<file path="src/include/glb_config.svh">
//~~~~~~~~~~~~~~~~~~~~~~~~~~~~~~~~~~~~~~~~~~~~~~~~~~~~~~~~~~~~~~~~~~~~
// chain sizing; tile count must stay even, address = tile sel + word
//~~~~~~~~~~~~~~~~~~~~~~~~~~~~~~~~~~~~~~~~~~~~~~~~~~~~~~~~~~~~~~~~~~~~
`ifndef GLB_CONFIG_SVH
`define GLB_CONFIG_SVH

// tiles in the chain, even only
`define GLB_NUM_TILES 4

// word address inside one bank, 16 words
`define GLB_BANK_ADDR_WIDTH 4

// tile select bits, upper part of the address
`define GLB_TILE_SEL_WIDTH 2

// full address seen on the processor port
`define GLB_ADDR_WIDTH (`GLB_TILE_SEL_WIDTH + `GLB_BANK_ADDR_WIDTH)

// data word
`define GLB_DATA_WIDTH 32

`endif

</file>
<file path="src/rtl/glb_pkg.sv">
//~~~~~~~~~~~~~~~~~~~~~~~~~~~~~~~~~~~~~~~~~~~~~~~~~~~~~~~~~~~~~~~~~~~~
// packet layout for the chain; fields valid only with their enable bit
//~~~~~~~~~~~~~~~~~~~~~~~~~~~~~~~~~~~~~~~~~~~~~~~~~~~~~~~~~~~~~~~~~~~~
`default_nettype none

`include "glb_config.svh"

package glb_pkg;

    // write request, 39 bits
    typedef struct packed {
        logic                       wr_en;
        logic [`GLB_ADDR_WIDTH-1:0] wr_addr;
        logic [`GLB_DATA_WIDTH-1:0] wr_data;
    } wr_packet_t;

    // read request, 7 bits
    // tile select sits in the top address bits
    typedef struct packed {
        logic                       rd_en;
        logic [`GLB_ADDR_WIDTH-1:0] rd_addr;
    } rdrq_packet_t;

    // read response, 33 bits
    typedef struct packed {
        logic                       rd_data_valid;
        logic [`GLB_DATA_WIDTH-1:0] rd_data;
    } rdrs_packet_t;

    // one stream beat between tiles, 79 bits
    // all three fields move together on every enabled edge
    typedef struct packed {
        wr_packet_t   wr;
        rdrq_packet_t rdrq;
        rdrs_packet_t rdrs;
    } packet_t;

endpackage

`default_nettype wire

</file>
<file path="src/rtl/glb_proc_router.sv">
//~~~~~~~~~~~~~~~~~~~~~~~~~~~~~~~~~~~~~~~~~~~~~~~~~~~~~~~~~~~~~~~~~~~~
// even tiles register eastbound, odd tiles westbound; no back-pressure
//~~~~~~~~~~~~~~~~~~~~~~~~~~~~~~~~~~~~~~~~~~~~~~~~~~~~~~~~~~~~~~~~~~~~
`timescale 1ns/10ps
`default_nettype none

module glb_proc_router
    import glb_pkg::*;
#(
    parameter int TILE_ID = 0
) (
    input  wire logic   clk,
    input  wire logic   clk_en,
    input  wire logic   reset,

    // chain side
    input  packet_t      packet_w2e_wsti,
    output packet_t      packet_e2w_wsto,
    input  packet_t      packet_e2w_esti,
    output packet_t      packet_w2e_esto,

    // bank side
    output wr_packet_t   wr_packet,
    output rdrq_packet_t rdrq_packet,
    input  rdrs_packet_t rdrs_packet
);

    // parity picks the owned direction
    localparam bit IS_EVEN = ((TILE_ID % 2) == 0);

    // stream entering the register stage
    packet_t      packet_reg_in;
    // stream passing straight through
    packet_t      packet_pass;
    // register stage of the owned direction
    packet_t      packet_q;
    // registered stream after response insertion
    packet_t      packet_reg_out;
    // registered bank response
    rdrs_packet_t rdrs_q;

    // even: eastbound owned, westbound passes
    // odd: the other way round
    assign packet_reg_in = IS_EVEN ? packet_w2e_wsti : packet_e2w_esti;
    assign packet_pass   = IS_EVEN ? packet_e2w_esti : packet_w2e_wsti;

    // the only pipeline stage in this tile
    always_ff @(posedge clk or posedge reset) begin
        if (reset) begin
            packet_q <= '0;
        end else if (clk_en) begin
            packet_q <= packet_reg_in;
        end
    end

    // bank response, one more enabled edge before insertion
    always_ff @(posedge clk or posedge reset) begin
        if (reset) begin
            rdrs_q <= '0;
        end else if (clk_en) begin
            rdrs_q <= rdrs_packet;
        end
    end

    // insert own response into the registered stream
    // fixed latency keeps this slot empty whenever rdrs_q is valid
    always_comb begin
        packet_reg_out = packet_q;
        if (rdrs_q.rd_data_valid) begin
            packet_reg_out.rdrs = rdrs_q;
        end
    end

    // outputs per direction
    assign packet_w2e_esto = IS_EVEN ? packet_reg_out : packet_pass;
    assign packet_e2w_wsto = IS_EVEN ? packet_pass : packet_reg_out;

    // bank tap from the registered stream only
    // so each request hits this bank once around the loop
    assign wr_packet   = packet_reg_out.wr;
    assign rdrq_packet = packet_reg_out.rdrq;

endmodule

`default_nettype wire

</file>
<file path="src/rtl/glb_bank.sv">
//~~~~~~~~~~~~~~~~~~~~~~~~~~~~~~~~~~~~~~~~~~~~~~~~~~~~~~~~~~~~~~~~~~~~
// 16-word bank; same-edge read and write to one word gives old data
//~~~~~~~~~~~~~~~~~~~~~~~~~~~~~~~~~~~~~~~~~~~~~~~~~~~~~~~~~~~~~~~~~~~~
`timescale 1ns/10ps
`default_nettype none

`include "glb_config.svh"

module glb_bank
    import glb_pkg::*;
#(
    parameter int TILE_ID = 0
) (
    input  wire logic    clk,
    input  wire logic    clk_en,
    input  wire logic    reset,
    input  wr_packet_t   wr_packet,
    input  rdrq_packet_t rdrq_packet,
    output rdrs_packet_t rdrs_packet
);

    localparam int NUM_WORDS = 2 ** `GLB_BANK_ADDR_WIDTH;
    localparam int SEL_LSB   = `GLB_BANK_ADDR_WIDTH;
    localparam int SEL_MSB   = `GLB_ADDR_WIDTH - 1;

    // this tile's select value
    localparam logic [`GLB_TILE_SEL_WIDTH-1:0] MY_SEL =
        (`GLB_TILE_SEL_WIDTH)'(TILE_ID);

    logic [`GLB_DATA_WIDTH-1:0]      mem [NUM_WORDS];
    logic                            wr_hit;
    logic                            rd_hit;
    logic [`GLB_BANK_ADDR_WIDTH-1:0] wr_word;
    logic [`GLB_BANK_ADDR_WIDTH-1:0] rd_word;

    // address decode
    // upper bits pick the tile, lower bits the word
    assign wr_hit  = wr_packet.wr_en
                     && (wr_packet.wr_addr[SEL_MSB:SEL_LSB] == MY_SEL);
    assign rd_hit  = rdrq_packet.rd_en
                     && (rdrq_packet.rd_addr[SEL_MSB:SEL_LSB] == MY_SEL);
    assign wr_word = wr_packet.wr_addr[`GLB_BANK_ADDR_WIDTH-1:0];
    assign rd_word = rdrq_packet.rd_addr[`GLB_BANK_ADDR_WIDTH-1:0];

    // storage, cleared on reset
    always_ff @(posedge clk or posedge reset) begin
        if (reset) begin
            for (int i = 0; i < NUM_WORDS; i++) begin
                mem[i] <= '0;
            end
        end else if (clk_en && wr_hit) begin
            mem[wr_word] <= wr_packet.wr_data;
        end
    end

    // read port, one enabled edge of latency
    // valid lasts one enabled cycle per hit
    always_ff @(posedge clk or posedge reset) begin
        if (reset) begin
            rdrs_packet <= '0;
        end else if (clk_en) begin
            rdrs_packet.rd_data_valid <= rd_hit;
            if (rd_hit) begin
                rdrs_packet.rd_data <= mem[rd_word];
            end else begin
                // keep idle beats clean on the stream
                rdrs_packet.rd_data <= '0;
            end
        end
    end

endmodule

`default_nettype wire

</file>
<file path="src/rtl/glb_tile.sv">
//~~~~~~~~~~~~~~~~~~~~~~~~~~~~~~~~~~~~~~~~~~~~~~~~~~~~~~~~~~~~~~~~~~~~
// one tile of the chain, router plus bank
//~~~~~~~~~~~~~~~~~~~~~~~~~~~~~~~~~~~~~~~~~~~~~~~~~~~~~~~~~~~~~~~~~~~~
`timescale 1ns/10ps
`default_nettype none

module glb_tile
    import glb_pkg::*;
#(
    parameter int TILE_ID = 0
) (
    input  wire logic clk,
    input  wire logic clk_en,
    input  wire logic reset,
    input  packet_t   packet_w2e_wsti,
    output packet_t   packet_e2w_wsto,
    input  packet_t   packet_e2w_esti,
    output packet_t   packet_w2e_esto
);

    // router to bank and back
    wr_packet_t   wr_packet;
    rdrq_packet_t rdrq_packet;
    rdrs_packet_t rdrs_packet;

    glb_proc_router #(
        .TILE_ID (TILE_ID)
    ) u_router (
        .clk             (clk),
        .clk_en          (clk_en),
        .reset           (reset),
        .packet_w2e_wsti (packet_w2e_wsti),
        .packet_e2w_wsto (packet_e2w_wsto),
        .packet_e2w_esti (packet_e2w_esti),
        .packet_w2e_esto (packet_w2e_esto),
        .wr_packet       (wr_packet),
        .rdrq_packet     (rdrq_packet),
        .rdrs_packet     (rdrs_packet)
    );

    glb_bank #(
        .TILE_ID (TILE_ID)
    ) u_bank (
        .clk         (clk),
        .clk_en      (clk_en),
        .reset       (reset),
        .wr_packet   (wr_packet),
        .rdrq_packet (rdrq_packet),
        .rdrs_packet (rdrs_packet)
    );

endmodule

`default_nettype wire

</file>
<file path="config.mk">
export PLATFORM = sky130hd
export DESIGN_NAME = glb_tile
export DESIGN_NICKNAME = d
export VERILOG_FILES = /design/src/rtl/glb_pkg.sv /design/src/rtl/glb_proc_router.sv /design/src/rtl/glb_bank.sv /design/src/rtl/glb_tile.sv
export VERILOG_INCLUDE_DIRS = /design/src /design/src/include
export SDC_FILE = /design/constraint.sdc
export NUM_CORES = 1
export LEC_CHECK = 0
export BUFFER_PORTS_ARGS = -buffer_cell sky130_fd_sc_hd__buf_2
export CORE_MARGIN = 10
export CORE_UTILIZATION = 40
export DETAILED_ROUTE_END_ITERATION = 12
export PLACE_DENSITY = 0.57
export SETUP_SLACK_MARGIN = 0.3
export SLEW_MARGIN = 10
export SYNTH_ARGS = -nofsm -noshare
export SYNTH_HDL_FRONTEND = slang
export SYNTH_SLANG_ARGS = --single-unit
</file>
<file path="constraint.sdc">
create_clock -name clk -period 26.4 [get_ports clk]
set_input_delay 1.32 -clock clk [delete_from_list [all_inputs] [get_ports clk]]
set_output_delay 1.32 -clock clk [all_outputs]
set_load 0.03 [all_outputs]
</file>
# Word-level counts from Yosys, hierarchy flattened
# Cells that the tools add are included.
[classes]
mux = 8
bitwise_logic = 2
order_cmp = 3
n_reduce_logical = 6
[ops]
columns = ["cell", "n"]
rows = [
  ["512-bit bitwise mux", 1],
  ["32-bit binary-select mux with 4-bit select", 1],
  ["32-bit demux with 4-bit select", 1],
  ["32-bit two-way mux", 4],
  ["33-bit two-way mux", 1],
  ["5-bit >= comparator, second input constant", 2],
  ["4-bit NOT with 5-bit output", 2],
  ["5-bit by 1-bit < comparator with 1-bit output, second input constant", 1],
  ["1-bit logical AND", 4],
  ["2-bit zero test", 2],
]
[totals]
word_cells = 46
in_bits = 161
out_inout_bits = 158
register_bits = 657

# Logic depth before layout (Yosys ltp)
[logic_depth]
ltp_word = 6
ltp_mapped = 8
mapped_depth_nobuf = 4

# Hierarchy
# A second synthesis with hierarchy kept.
[unflattened]
cells_unflattened = 1971
area_unflattened_um2 = 30138.9
[modules_own_cells]
columns = ["module", "area_per_inst_um2", "n_inst", "seq_area_each_um2", "cells_per_inst"]
rows = [
  ["glb_bank", 24288.3, 1, 13638.1, 1526],
  ["glb_proc_router", 5850.6, 1, 2802.7, 445],
]

# Least setup slack after synthesis
# Ideal clock, no wire load.
[synth_path]
path_type = "input to output"
startpoint = "in packet_e2w_esti[0] in the netlist's numbering"
endpoint = "out packet_e2w_wsto[0] in the netlist's numbering"
path_stages = 1
t_required_ps = 25080
path_buffers = 1
t_arrival_ps = 1465
path_slack_ps = 23615
path_cell_list = "buf_4"
[synth_rtl]
columns = ["element", "line_no", "rtl"]
rows = [
  ["start: declaration", "glb_tile.sv:17", "input packet_t packet_e2w_esti,"],
  ["end: declaration", "glb_tile.sv:16", "output packet_t packet_e2w_wsto,"],
]
# No word-level cell between the ends.

==> results.py <==
metrics = {
    "clock_tree": {
        "cts_root_buf": "clkbuf_16",
        "clock_path_buffers": 3,
        "cts-htree-levels": 3,
        "cts_buffers": 74,
        "cts_sinks": 657,
        "post_cts_buffers": 0,
        "cts.hold.buffers_added": 0,
        "cts_resized": 0,
        "clk_pin_slew_ns": 0.05,
        "cts_tree": "done",
        "insertion_delay_ns": 0.62,
    },
    "worst_hold_path": {
        "hold_path_class": "register to register",
        "whs_path_depth": 1,
    },
    "synth": {
        "yosysSeqAreaShare_pct": 55.1,
        "synth_top_area_share_pct": 55.1,
        "synth_xor_area_share_pct": 0,
        "synth_fa_ha_area_share_pct": 0,
        "synth_edf_count": 0,
        "synth_area_um2": 29800,
        "ys_ff_latch": 657,
        "yosys-mux-area-fraction_pct": 35.3,
        "synth_top_family_by_area": "multiplexers",
        "synth_area_leaders": "dfrtp_1 55%, mux2_2 25%, mux4_2 7.2%",
        "yosysTopAreaCell": "dfrtp_1",
        "synth_nets": 2145,
        "syn_inst": 1984,
        "synth_ff_type": "dfrtp_1",
        "ys_async_sr_fraction_pct": 100,
        "synth_compound_area_share_pct": 2.18,
        "yosys_warnings": 0,
        "synth.distinct_cells": 29,
        "synth_area_per_cell_um2": 15.0,
        "synth_simple_gate_area_share_pct": 1.77,
    },
    "floorplan": {
        "initial_core_util_pct": 40.2,
        "core_um2": 74200,
        "ios": 319,
        "dieHeight_um": 293,
        "dieArea_um2": 85900,
        "row_count": 100,
        "die_x_um": 293,
    },
    "timing": {
        "fmax_mhz": 231,
        "hold_slack_ns": 0.484,
        "setup_ws_ns": 22.08,
        "fin_skew_ns": 0.0295,
        "maxSlewHeadroom_pct": 22.2,
        "fin_setup_tns_ns": 0,
        "worst_pin_slew_ns": 1.16,
        "fin_crit_sh_pct": 16.4,
        "fin_crit_ns": 4.32,
        "slew_violations": 0,
        "finalSetupViolCount": 0,
        "rsz0062_at_grt": "no",
        "finalHoldViolCount": 0,
    },
    "setup_path": {
        "crit_path_start": "reset",
        "cp.arrival_ns": 4.88,
        "reg2reg_slack_ns": 22.68,
        "rr_endpoint": "u_bank.rdrs_packet[26]",
        "endpoint": "u_bank.mem[466]",
        "startpoint_type": "input pin",
        "cp_max_fo": 177,
        "cp.required_ns": 26.95,
        "reg2reg_depth": 6,
        "r2r_start": "u_router.packet_w2e_esto[34]",
        "worst-setup-path-type": "input pin to async pin",
        "critPathCaptureType": "async pin",
    },
    "power": {
        "ir_drop_v": 0.0000529,
        "power_density_nw_per_um2": 79.0,
        "p_total_mw": 2.61,
        "p_leak_nw": 15.9,
    },
    "global_routing": {
        "grt.overflow.total": 0,
        "grt_max_degree": 178,
        "grt_pass1_vias": 17900,
        "grt_util_all_layers_pct": 16.9,
        "antenna_found_initial": 2,
        "grt_pass1_wl_um": 112000,
    },
    "final_layout": {
        "final_cell_mix": "668 x mux2_2, 653 x dfrtp_1, 159 x buf_2",
        "num-fill-cells": 6576,
        "final_area_um2": 33000,
        "area.growth.synth_to_final_pct": 10.6,
        "fin_nets": 2136,
        "layout.cells.non_filler": 2995,
        "final_util_pct": 44.5,
        "final_common_cell": "mux2_2",
        "drive_above_1_share_pct": 54.2,
    },
    "drt": {
        "ant_nets": 0,
        "wl_met3_um": 3020,
        "via_per_inst": 5.41,
        "drt_wl_total_um": 72000,
        "wl_per_cell_um": 24.0,
        "wl_met1_um": 32500,
        "drt_iter0_drc": 828,
        "first_pass_iters": 5,
        "vias": 16200,
        "met2_length_um": 34800,
        "drc_errors": 0,
        "top_layer": "met5",
    },
    "placement": {
        "io_buffer_count": 160,
        "dpl.hpwl_um": 41700,
        "placed_cells": 2868,
        "gp_congestion": 0.713,
        "dpl_cell_area_um2": 30600,
        "place_ws_ns": 21.30,
    },
    "job": {
        "drv_cap": 0,
    },
    "status": {
        "status": "complete, no violations",
    },
}
-- cell families (layout without fill, tap and decap cells) --
family / Yosys count / count (layout)
buffers and inverters: 283 / 324
other: 0 / 1
muxes: 847 / 847
DFF: 657 / 657
AOI/OAI and AO/OA: 98 / 98
and+or+nand+nor: 99 / 99
-- state kept, by name, summed over array words and instances (netlist names) --
signal	cells
u_bank.mem	512
u_router.packet_q	33
u_router.rdrs_q	33
u_router.packet_w2e_esto	46
u_bank.rdrs_packet	33
-- routing by layer --
layer  global-route usage (%)  vias up
met5                        0        -
met4                     4.58        2
met3                     3.25      117
met2                     27.9      307
met1                     22.4     8731
li1                         -     7053
-- where the power goes --
group | switching [mW] | internal, mW | leakage, nW
Sequential | 0.0936 | 1.14 | 8.81
Combinational | 0.155 | 0.191 | 5.91
Clock | 0.408 | 0.623 | 1.20
Total | 0.657 | 1.95 | 15.9
-- cells in the mapped netlist (19+ instances only) --
master	number
clkbuf_1	65
a22oi_1	32
mux2_1	19
nand2_1	40
buf_2	70
dfrtp_1	657
o211ai_1	32
mux4_2	96
mux2_2	668
mux2i_1	64
nor2b_1	35
a21oi_1	32
buf_4	143
-- worst min path at each step --
stage,from,to
after floorplan,u_bank.mem[322],u_bank.mem[322]
after global placement,u_bank.mem[223],u_bank.mem[223]
after detailed placement,u_bank.mem[322],u_bank.mem[322]
after CTS,u_bank.mem[323],u_bank.mem[323]
after global routing,u_bank.mem[99],u_bank.mem[99]
final,u_bank.mem[322],u_bank.mem[322]
-- worst max-delay path: stages --
cell and delay (ns):
buf_2 0.13, inv_8 0.60, buf_4 0.83, buf_12 0.67, buf_4 0.94
-- final cells by class --
cell class	instances	area (um2)	share of cell area, %
repair buffers	195	1080	3.29
inverters	3	18.8	0.0568
diodes	1	2.50	0.00758
clock inverters	22	284	0.860
flip-flops and latches	657	16500	49.8
multi-input cells	1044	11800	35.8
clock buffers	104	2150	6.50
well taps	969	1210	3.67
Power figures use the tool's default switching activity.
